### config.mk
export PLATFORM = sky130hd
export DESIGN_NAME = lc3b_pipeline
export DESIGN_NICKNAME = d
export VERILOG_FILES = /design/src/verilog/lc3b_types.sv /design/src/verilog/regfile.sv /design/src/verilog/forwarding_unit.sv /design/src/verilog/alu.sv /design/src/verilog/data_memory.sv /design/src/verilog/lc3b_pipeline.sv
export VERILOG_INCLUDE_DIRS = /design/src /design/src/verilog
export SDC_FILE = /design/constraint.sdc
export NUM_CORES = 2
export LEC_CHECK = 0
export ABC_CLOCK_PERIOD_IN_PS = 4800
export BUFFER_PORTS_ARGS = -buffer_cell sky130_fd_sc_hd__clkbuf_2
export CORE_MARGIN = 2
export CORE_UTILIZATION = 40
export DETAILED_ROUTE_END_ITERATION = 6
export GPL_ROUTABILITY_DRIVEN = 0
export PLACE_DENSITY_LB_ADDON = 0.25
export SYNTH_ARGS = -nofsm -noshare
export SYNTH_HDL_FRONTEND = slang
export SYNTH_HIERARCHICAL = 1
export SYNTH_SLANG_ARGS = --single-unit
### constraint.sdc
create_clock -name clk -period 4.8 [get_ports clk]
set_input_delay 0.96 -clock clk [delete_from_list [all_inputs] [get_ports clk]]
set_output_delay 0.96 -clock clk [all_outputs]
set_load 0.005 [all_outputs]
### src/verilog/lc3b_settings.svh
`ifndef LC3B_SETTINGS_SVH
`define LC3B_SETTINGS_SVH

// ----------------------------------------------------------------------
// Architectural sizes
// ----------------------------------------------------------------------

// Number of general purpose registers.
`define LC3B_REG_COUNT 8

// ----------------------------------------------------------------------
// Data memory
// ----------------------------------------------------------------------

`define LC3B_DMEM_WORDS 256
`define LC3B_DMEM_AW 8 // Word address width.

`endif

### src/verilog/lc3b_types.sv
`include "lc3b_settings.svh"

package lc3b_types;

	typedef logic [15:0] lc3b_word;
	typedef logic [2:0] lc3b_reg;
	typedef logic [3:0] lc3b_opcode;
	typedef logic [1:0] lc3b_fwd_sel; // 0 regfile, 1 EX/MEM, 2 MEM/WB.
	typedef logic [`LC3B_DMEM_AW-1:0] lc3b_dmem_addr;

	// Supported opcodes.
	localparam lc3b_opcode op_add = 4'b0001;
	localparam lc3b_opcode op_and = 4'b0101;
	localparam lc3b_opcode op_not = 4'b1001;
	localparam lc3b_opcode op_ldr = 4'b0110;
	localparam lc3b_opcode op_str = 4'b0111;

	// ----------------------------------------------------------------------
	// Stage registers
	// ----------------------------------------------------------------------

	typedef struct packed {
		logic valid;
		lc3b_opcode opcode;
		lc3b_reg dest;
		lc3b_reg r_one;
		lc3b_reg r_two; // SR field for STR.
		logic uses_sr1;
		logic uses_sr2;
		logic use_imm;
		lc3b_word imm;
		logic regfile_write;
		logic mem_read;
		logic mem_write;
		lc3b_word rd_one;
		lc3b_word rd_two;
	} id_ex_t;

	typedef struct packed {
		logic valid;
		lc3b_reg dest;
		logic regfile_write;
		logic mem_read;
		logic mem_write;
		lc3b_word result; // ALU value or address.
		lc3b_word store_data;
	} ex_mem_t;

	typedef struct packed {
		logic valid;
		lc3b_reg dest;
		logic regfile_write;
		lc3b_word data;
	} mem_wb_t;

endpackage

### src/verilog/regfile.sv
`timescale 1ns/1ps
`include "lc3b_settings.svh"

module regfile import lc3b_types::*; (
	input logic clk,
	input logic rst_n,
	input lc3b_reg read_one,
	input lc3b_reg read_two,
	input logic write,
	input lc3b_reg write_dest,
	input lc3b_word write_data,
	output lc3b_word data_one,
	output lc3b_word data_two
);

	lc3b_word regs [`LC3B_REG_COUNT];

	always_ff @(posedge clk or negedge rst_n) begin
		if (!rst_n) begin
			for (int i = 0; i < `LC3B_REG_COUNT; i++) begin
				regs[i] <= '0;
			end
		end else if (write) begin
			regs[write_dest] <= write_data;
		end
	end

	// Write-through so decode sees the value retiring this cycle.
	always_comb begin
		if (write && (write_dest == read_one)) begin
			data_one = write_data;
		end else begin
			data_one = regs[read_one];
		end
		if (write && (write_dest == read_two)) begin
			data_two = write_data;
		end else begin
			data_two = regs[read_two];
		end
	end

	assert property (@(posedge clk) disable iff (!rst_n) write |-> !$isunknown(write_data))
		else $error("regfile: unknown write data to r%0d", write_dest);

endmodule

### src/verilog/forwarding_unit.sv
`timescale 1ns/1ps

module forwarding_unit import lc3b_types::*; (
	input lc3b_reg id_ex_r_one,
	input lc3b_reg id_ex_r_two,
	input lc3b_reg ex_mem_r_dest,
	input lc3b_reg mem_wb_r_dest,
	input lc3b_reg if_id_r_one,
	input lc3b_reg if_id_r_two,
	input logic ex_mem_regfile_write,
	input logic mem_wb_regfile_write,
	input logic uses_sr1,
	input logic uses_sr2,
	input logic mem_read,
	output lc3b_fwd_sel forward_a,
	output lc3b_fwd_sel forward_b,
	output logic stall_forwarding,
	output logic flush_forwarding
);

	logic ex_forward_condition_a;
	logic ex_forward_condition_b;
	logic mem_forward_condition_a;
	logic mem_forward_condition_b;
	logic load_use_ex;
	logic load_use_id;

	// ----------------------------------------------------------------------
	// Operand forwarding
	// ----------------------------------------------------------------------

	assign ex_forward_condition_a = ex_mem_regfile_write && uses_sr1 &&
		(ex_mem_r_dest == id_ex_r_one);
	assign ex_forward_condition_b = ex_mem_regfile_write && uses_sr2 &&
		(ex_mem_r_dest == id_ex_r_two);

	// Older producer only when the newer one does not match.
	assign mem_forward_condition_a = mem_wb_regfile_write && uses_sr1 &&
		!ex_forward_condition_a && (mem_wb_r_dest == id_ex_r_one);
	assign mem_forward_condition_b = mem_wb_regfile_write && uses_sr2 &&
		!ex_forward_condition_b && (mem_wb_r_dest == id_ex_r_two);

	always_comb begin
		forward_a = 2'd0; // Register file.
		if (ex_forward_condition_a) begin
			forward_a = 2'd1;
		end else if (mem_forward_condition_a) begin
			forward_a = 2'd2;
		end
	end

	always_comb begin
		forward_b = 2'd0;
		if (ex_forward_condition_b) begin
			forward_b = 2'd1;
		end else if (mem_forward_condition_b) begin
			forward_b = 2'd2;
		end
	end

	// ----------------------------------------------------------------------
	// Load-use detection
	// ----------------------------------------------------------------------

	// Load data is not ready until the load reaches MEM/WB.
	assign load_use_ex = mem_read && (ex_forward_condition_a || ex_forward_condition_b);

	// Decode check ignores the uses flags.
	assign load_use_id = mem_read && ex_mem_regfile_write &&
		((ex_mem_r_dest == if_id_r_one) || (ex_mem_r_dest == if_id_r_two));

	assign stall_forwarding = load_use_ex || load_use_id;
	assign flush_forwarding = load_use_ex || load_use_id;

	always_comb begin
		if (stall_forwarding) begin
			assert (mem_read)
				else $error("forwarding_unit: stall without a load in EX/MEM");
		end
	end

endmodule

### src/verilog/alu.sv
`timescale 1ns/1ps

module alu import lc3b_types::*; (
	input id_ex_t id_ex,
	input lc3b_fwd_sel forward_a,
	input lc3b_fwd_sel forward_b,
	input lc3b_word ex_mem_result,
	input lc3b_word mem_wb_data,
	output lc3b_word result,
	output lc3b_word store_data
);

	lc3b_word operand_a;
	lc3b_word fwd_b;
	lc3b_word operand_b;

	// Source selection.
	always_comb begin
		case (forward_a)
			2'd1: operand_a = ex_mem_result;
			2'd2: operand_a = mem_wb_data;
			default: operand_a = id_ex.rd_one;
		endcase
		case (forward_b)
			2'd1: fwd_b = ex_mem_result;
			2'd2: fwd_b = mem_wb_data;
			default: fwd_b = id_ex.rd_two;
		endcase
	end

	assign operand_b = id_ex.use_imm ? id_ex.imm : fwd_b;

	always_comb begin
		case (id_ex.opcode)
			op_add: result = operand_a + operand_b;
			op_and: result = operand_a & operand_b;
			op_not: result = ~operand_a;
			op_ldr,
			op_str: result = operand_a + operand_b; // Base plus offset.
			default: result = '0;
		endcase
	end

	// STR source register travels as r_two.
	assign store_data = fwd_b;

endmodule

### src/verilog/data_memory.sv
`timescale 1ns/1ps
`include "lc3b_settings.svh"

module data_memory import lc3b_types::*; (
	input logic clk,
	input lc3b_dmem_addr addr,
	input logic write,
	input lc3b_word write_data,
	output lc3b_word read_data
);

	// ----------------------------------------------------------------------
	// Storage
	// ----------------------------------------------------------------------

	lc3b_word mem [`LC3B_DMEM_WORDS];

	// Read is combinational so a load finishes in the memory stage.
	assign read_data = mem[addr];

	always_ff @(posedge clk) begin
		if (write) begin
			mem[addr] <= write_data;
		end
	end

	// ----------------------------------------------------------------------
	// Checks
	// ----------------------------------------------------------------------

	assert property (@(posedge clk) write |-> !$isunknown(addr))
		else $error("data_memory: store to unknown address");

endmodule

### src/verilog/lc3b_pipeline.sv
`timescale 1ns/1ps

module lc3b_pipeline import lc3b_types::*; (
	input logic clk,
	input logic rst_n,
	input lc3b_word instr,
	input logic instr_valid,
	output logic instr_ready,
	output logic wb_valid,
	output lc3b_reg wb_dest,
	output lc3b_word wb_data
);

	logic if_id_valid;
	lc3b_word if_id_instr;
	id_ex_t id_ex;
	ex_mem_t ex_mem;
	mem_wb_t mem_wb;

	lc3b_opcode opcode;
	lc3b_reg src_one;
	lc3b_reg src_two;
	lc3b_word rf_data_one;
	lc3b_word rf_data_two;
	id_ex_t decoded;
	lc3b_fwd_sel forward_a;
	lc3b_fwd_sel forward_b;
	logic stall_forwarding;
	logic flush_forwarding;
	lc3b_word alu_result;
	lc3b_word alu_store_data;
	ex_mem_t ex_mem_next;
	lc3b_word mem_read_data;
	lc3b_word wb_value;

	// ----------------------------------------------------------------------
	// Decode
	// ----------------------------------------------------------------------

	assign opcode = if_id_instr[15:12];
	assign src_one = if_id_instr[8:6];
	assign src_two = (opcode == op_str) ? if_id_instr[11:9] : if_id_instr[2:0];

	always_comb begin
		decoded = '0;
		decoded.opcode = opcode;
		decoded.dest = if_id_instr[11:9];
		decoded.r_one = src_one;
		decoded.r_two = src_two;
		decoded.rd_one = rf_data_one;
		decoded.rd_two = rf_data_two;
		if (if_id_valid) begin
			case (opcode)
				op_add,
				op_and: begin
					decoded.valid = 1'b1;
					decoded.uses_sr1 = 1'b1;
					decoded.uses_sr2 = !if_id_instr[5];
					decoded.use_imm = if_id_instr[5];
					decoded.imm = {{11{if_id_instr[4]}}, if_id_instr[4:0]};
					decoded.regfile_write = 1'b1;
				end
				op_not: begin
					decoded.valid = 1'b1;
					decoded.uses_sr1 = 1'b1;
					decoded.regfile_write = 1'b1;
				end
				op_ldr,
				op_str: begin
					decoded.valid = 1'b1;
					decoded.uses_sr1 = 1'b1;
					decoded.uses_sr2 = (opcode == op_str);
					decoded.use_imm = 1'b1;
					decoded.imm = {{9{if_id_instr[5]}}, if_id_instr[5:0], 1'b0};
					decoded.regfile_write = (opcode == op_ldr);
					decoded.mem_read = (opcode == op_ldr);
					decoded.mem_write = (opcode == op_str);
				end
				default: ; // Zero word and unsupported opcodes.
			endcase
		end
	end

	regfile regfile0 (
		.clk(clk),
		.rst_n(rst_n),
		.read_one(src_one),
		.read_two(src_two),
		.write(wb_valid),
		.write_dest(mem_wb.dest),
		.write_data(mem_wb.data),
		.data_one(rf_data_one),
		.data_two(rf_data_two)
	);

	// ----------------------------------------------------------------------
	// Execute
	// ----------------------------------------------------------------------

	forwarding_unit forwarding0 (
		.id_ex_r_one(id_ex.r_one),
		.id_ex_r_two(id_ex.r_two),
		.ex_mem_r_dest(ex_mem.dest),
		.mem_wb_r_dest(mem_wb.dest),
		.if_id_r_one(src_one),
		.if_id_r_two(src_two),
		.ex_mem_regfile_write(ex_mem.regfile_write),
		.mem_wb_regfile_write(mem_wb.regfile_write),
		.uses_sr1(id_ex.uses_sr1),
		.uses_sr2(id_ex.uses_sr2),
		.mem_read(ex_mem.mem_read),
		.forward_a(forward_a),
		.forward_b(forward_b),
		.stall_forwarding(stall_forwarding),
		.flush_forwarding(flush_forwarding)
	);

	alu alu0 (
		.id_ex(id_ex),
		.forward_a(forward_a),
		.forward_b(forward_b),
		.ex_mem_result(ex_mem.result),
		.mem_wb_data(mem_wb.data),
		.result(alu_result),
		.store_data(alu_store_data)
	);

	always_comb begin
		ex_mem_next.valid = id_ex.valid;
		ex_mem_next.dest = id_ex.dest;
		ex_mem_next.regfile_write = id_ex.regfile_write;
		ex_mem_next.mem_read = id_ex.mem_read;
		ex_mem_next.mem_write = id_ex.mem_write;
		ex_mem_next.result = alu_result;
		ex_mem_next.store_data = alu_store_data;
	end

	// ----------------------------------------------------------------------
	// Memory and writeback
	// ----------------------------------------------------------------------

	data_memory dmem0 (
		.clk(clk),
		.addr(ex_mem.result[8:1]), // Word address.
		.write(ex_mem.mem_write),
		.write_data(ex_mem.store_data),
		.read_data(mem_read_data)
	);

	assign wb_value = ex_mem.mem_read ? mem_read_data : ex_mem.result;

	assign instr_ready = !stall_forwarding;
	assign wb_valid = mem_wb.valid && mem_wb.regfile_write;
	assign wb_dest = mem_wb.dest;
	assign wb_data = mem_wb.data;

	// ----------------------------------------------------------------------
	// Stage registers
	// ----------------------------------------------------------------------

	always_ff @(posedge clk or negedge rst_n) begin
		if (!rst_n) begin
			if_id_valid <= 1'b0;
			if_id_instr <= '0;
			id_ex <= '0;
		end else if (!stall_forwarding) begin
			if_id_valid <= instr_valid;
			if_id_instr <= instr_valid ? instr : '0;
			id_ex <= decoded;
		end
	end

	always_ff @(posedge clk or negedge rst_n) begin
		if (!rst_n) begin
			ex_mem <= '0;
			mem_wb <= '0;
		end else begin
			if (flush_forwarding) begin
				ex_mem <= '0; // Bubble behind the load.
			end else begin
				ex_mem <= ex_mem_next;
			end
			mem_wb.valid <= ex_mem.valid;
			mem_wb.dest <= ex_mem.dest;
			mem_wb.regfile_write <= ex_mem.regfile_write;
			mem_wb.data <= wb_value;
		end
	end

endmodule

# [Word level (Yosys, flattened, before mapping)]
# Memory sizes are Yosys's and may differ from the RTL's.
# Index checks and enable logic that the tools add are counted.
# W data, S select, Z words.
[totals] register_bits=273 ram_bits=4096 in_bits=19 out_inout_bits=21 wordCells=128 memories=1
[mem_list] name="dmem0.mem" words=256 word_bits=16 rd=1 rd_ports_with_merged_regs=0 write_ports=1 line_no="data_memory.sv:16" rtl="lc3b_word mem [`LC3B_DMEM_WORDS];"
[classes] n_addsub=1 n_lt_le_gt_ge=4 n_eq_ne=22 muxes=31 bitwise_logic=5 reduce_logical=29
[op_table] op="$mux W16" n=10
[op_table] op="$bwmux W128" n=1
[op_table] op="$bmux W16 S3" n=2
[op_table] op="$pmux W16 S2" n=2
[op_table] op="$demux W16 S3" n=1
[op_table] op="$pmux W16 S3" n=1
[op_table] op="$mux W39" n=1
[op_table] op="$pmux W18 S2" n=1
[op_table] op="$eq A3 B3 Y1" n=8
[op_table] op="$eq A4 B3 Y1 const B" n=6
[op_table] op="$mux W22" n=1
[op_table] op="$logic_and A1 B1 Y1" n=17
[op_table] op="$add A16 B16 Y16" n=1
[op_table] op="$and A16 B16 Y16" n=1
[op_table] op="$not A16 Y16" n=1
[op_table] op="$ge A4 B4 Y1 const B" n=3
[op_table] op="$not A3 Y4" n=3
[op_table] op="$mux W2" n=5
[op_table] op="$eq A4 B1 Y1 const B" n=2
[op_table] op="$eq A4 B4 Y1 const B" n=2
[op_table] op="$reduce_or A3 Y1" n=2
[op_table] op="$reduce_or A5 Y1" n=1
[op_table] op="$eq A2 B1 Y1 const B" n=2
[op_table] op="$eq A2 B2 Y1 const B" n=2
[op_table] op="7 further kinds" n=16

# [Depth between registers and ports, before layout]
[depth] ltp_word=13 depth_mapped=20 depth_no_buf=18

# [Modules after synthesis]
# The synthesis kept the hierarchy.
[by_module_without_submodules] module="data_memory" n_inst=1 cells_each=6711 area_each_um2=155078.7 seq_area_each_um2=122998.0
[by_module_without_submodules] module="regfile" n_inst=1 cells_each=452 area_each_um2=7533.5 seq_area_each_um2=3203.1
[by_module_without_submodules] module="lc3b_pipeline" n_inst=1 cells_each=372 area_each_um2=5101.1 seq_area_each_um2=3378.2
[by_module_without_submodules] module="alu" n_inst=1 cells_each=288 area_each_um2=1901.8 seq_area_each_um2=0.0
[by_module_without_submodules] module="forwarding_unit" n_inst=1 cells_each=34 area_each_um2=260.2 seq_area_each_um2=0.0

# [Worst setup path after synthesis]
# Ideal clock, no wire load.
[synth_path] path_kind="reg2reg" start="reg ex_mem[0] (netlist name)" end="mem dmem0/mem[0][0] (netlist name), data pin" setup_time_ps=801 arrival_time_ps=3169 required_ps=3999 setup_slack_ps=831 stages_incl_launch_ff=1 n_path_buf=0 synth_period_minus_slack_ps=3969 path_cell_list="dfrtp_1"
[synth_lines] item="start, declared" line_no="lc3b_pipeline.sv:17" rtl="ex_mem_t ex_mem;"
[synth_lines] item="start signal, assigned" line_no="lc3b_pipeline.sv:181" rtl="ex_mem <= ex_mem_next;"
[synth_lines] item="end, declared" line_no="data_memory.sv:16"
# No word-level cell before the write port.

# [Worst setup path in the final report]
[layout_path] start="reg ex_mem[17] (netlist name)" end="reg mem_wb (netlist bit wb_data[3])"
[layout_via] elab_chain_cells=2
[layout_lines] item="$mem_v2 Z256 W16"
[layout_lines] item="named net mem_read_data[3]" line_no="lc3b_pipeline.sv:33" rtl="lc3b_word mem_read_data;"
[layout_lines] item="$mux W16" line_no="lc3b_pipeline.sv:150" rtl="assign wb_value = ex_mem.mem_read ? mem_read_data : ex_mem.result;"
[layout_lines] item="named net wb_value[3]" line_no="lc3b_pipeline.sv:34" rtl="lc3b_word wb_value;"
[layout_lines] item="end, declared" line_no="lc3b_pipeline.sv:18" rtl="mem_wb_t mem_wb;"
# The timed path passes the listed nets, and every way through them passes these cells.
# A chain may end at the register's enable or synchronous reset.

==> metrics.txt <==
Finished Layout Cells=14,560; crit-path max FO=19; Post-Place Cells=13,720; register area=129,600 sq um; P&R area growth vs syn=15.23%; Fin Setup TNS=0 ns; fin crit period=4.672 ns; die width=655.7 um; initial antenna violation count=23; most common cell after layout, fill and taps aside=edfxtp_1; antenna viol nets, final=0; CTS sink count=4,359; PD cells=391.5 nW/um^2; vias in the first global route=85,870; worst-margin pin slew=1.265 ns; Seq/Total Area, Yosys=0.7628; asr flop ratio synth=0.06033; largest net degree at the start of global routing=177; layout cells sized above 1=0.3127; routed wire length=454,600 um; Final Max Slew Viols=0; status=finished with violations; DP Wirelength=272,400 um; Final WS setup=0.1281 ns; Max IR drop VDD=0.0003412 V; drt drc=4; final core occ=0.4623; WL per Instance=31.23 um; Critical Path RT=5.65 ns; violated checks=design-rule violations; Syn Inst Count=7,857; endpoints failing setup=0; Final nets=8,545; main combinational cell family by area after synthesis=multiplexers; Hold Violations, Final=0; max_slew headroom=0.1527; RSZ-0062 raised after global routing=no; IO Port Bufs=39; Main synth FF type=edfxtp_1; GRT Util Overall=0.2080; Place WS=0.1028 ns; syn_nets=7,897; CTS H-tree depth=5; Setup crit start kind=register; CP endpoint kind=register; Die Ht=655.7 um; Initial Util=0.4012; Leak=55.12 nW; deepest clock path buffer count=4; area of the mapped netlist=169,900 sq um; maxcap violations=0; Mapped Avg Cell Area=21.62 sq um; clk slew on worst S/H paths=0.06 ns; Via density=5.819; routed via count=84,710; Initial DRC Count=10,100; Clk Latency, worst-skew pair=1.01 ns; Post-synth EDFFs=4,096; First-pass DRT Iterations=7; Synth cell types=72; fin crit share=0.9733; Hold Crit Class=in -> async; crit path kind=reg -> reg; Clock Skew=0.05126 ns; area of the multi-input gates=38,150 sq um; crit path DAT=5.52 ns; grt ovf=0; Die ar.=429,900 sq um; first-pass GRT wire length=649,000 um; post-synthesis simple-gate area fraction=0.01467; complex-gate fraction of the synthesized area=0.03957; row cnt=239; CTS tree=yes; total number of yosys warnings=6; mux share of post-synthesis cell area=0.1641; Post-Synth Adder-Cell Area=0.001591; core area=423,400 sq um; commonest non-fill, non-tap cells in the layout=4,096 x edfxtp_1, 1,024 x mux4_2, 612 x buf_4; CTS Buf Count=443; Post-Synth XOR/XNOR Area=0.001856; fillers=35,120; CTS Hold Buffers Added=0; I/O pins=40; #FFs+latches synth=4,359; Peak Freq=214.0 MHz; CTS root buf=clkbuf_16
## per-layer routing
layer	vias to the layer above	global-route usage	part of all wire	wire, um
met2	3555	0.3378	0.48	219900
met4	2	0.05978	0.030	13610
met1	45920	0.2907	0.41	185400
li1	34600	-	-	-
met5	-	0	0.000024	11
met3	628	0.03529	0.078	35610
## synthesized netlist by cell type, drive strengths merged, types with 21 or more instances
master,count,area (sq um)
clkbuf,289,1085
nand2,134,505.5
mux2,272,3127
a22oi,544,4084
nor3,36,195.2
nand4,21,131.4
mux4,1088,24740
dfrtp,263,6581
buf,246,1475
o21ai,61,305.3
edfxtp,4096,123000
nor2b,50,312.8
nor2,239,897.1
o41ai,64,560.5
a21oi,270,1363
## report_power, final
part / leakage [nW] / internal, mW / switching [mW]
Combinational: 14.0 / 0.511 / 0.980
Sequential: 34.2 / 41.2 / 0.107
Clock: 6.98 / 19.3 / 14.5
Total: 55.1 / 61.0 / 15.6
## sequential cells by signal, indices dropped and copies added, names as in the netlist
register       cells
mem_wb             2
wb_data           16
wb_dest            3
if_id_valid        1
dmem0/mem       4096
id_ex             51
ex_mem_next        7
regfile0/regs    128
if_id_instr       16
ex_mem            39
## worst max-delay path, stage by stage, from the launching register on
cell	delay, ns
dfrtp_4	0.92
buf_12	0.28
buf_4	0.40
mux4_2	0.60
a22oi_1	0.19
a21oi_1	0.19
o41ai_1	0.94
buf_4	0.29
nand4_1	0.24
mux2_2	0.34
## cells by family (layout without fill, tap and decap cells)
| group | count (synthesis) | in the layout |
|---|---|---|
| xor+xnor | 36 | 36 |
| other cells | 0 | 11 |
| buf+inv | 550 | 1577 |
| flops | 4359 | 4359 |
| compound gates | 986 | 986 |
| simple gates | 544 | 544 |
| mux | 1361 | 1361 |
| fa+ha+maj | 21 | 21 |
## area by class of cell
| cell class | count | share of cell area |
|---|---|---|
| Clock buffer | 547 | 0.05992 |
| Sequential cell | 4359 | 0.6623 |
| Tap cell | 5663 | 0.03620 |
| Multi-Input combinational cell | 2948 | 0.1949 |
| Timing Repair Buffer | 738 | 0.03342 |
| Inverter | 15 | 0.0002876 |
| Clock inverter | 277 | 0.01278 |
| Antenna cell | 11 | 0.0001406 |
## stage by stage
| stage | power (mW) | hold WS, ns | area [sq um] |
|---|---|---|---|
| final | 76.63 | 0.03918 | 195700 |
| after global routing | 78.68 | 0.09589 | 195700 |
| after CTS | 77.25 | 0.02306 | 195700 |
| after detailed placement | 43.56 | 0.3355 | 181500 |
| after global placement | 43.54 | 0.3325 | 181500 |
| after floorplan | 42.81 | 0.3312 | 169900 |
## worst paths after layout
path	slack, ns	start	to	depth (start not counted)
worst max-delay path	0.13	ex_mem[17]	wb_data[3]	9
worst min-delay path	0.04	rst_n	regfile0/regs[8]	1
worst max register to register	0.13	ex_mem[17]	wb_data[3]	9
worst min register to register	0.35	ex_mem[38]	mem_wb[20]	0
max in group asynchronous	3.71	rst_n	if_id_instr[6]	2
min in group clk	0.22	instr[2]	if_id_instr[2]	3
## repair_timing
item                       4_1_cts  5_1_grt
setup buffers                    0        0
setup endpoints to repair        0        4
resized for setup                0        2
Power figures use the tool's default switching activity.
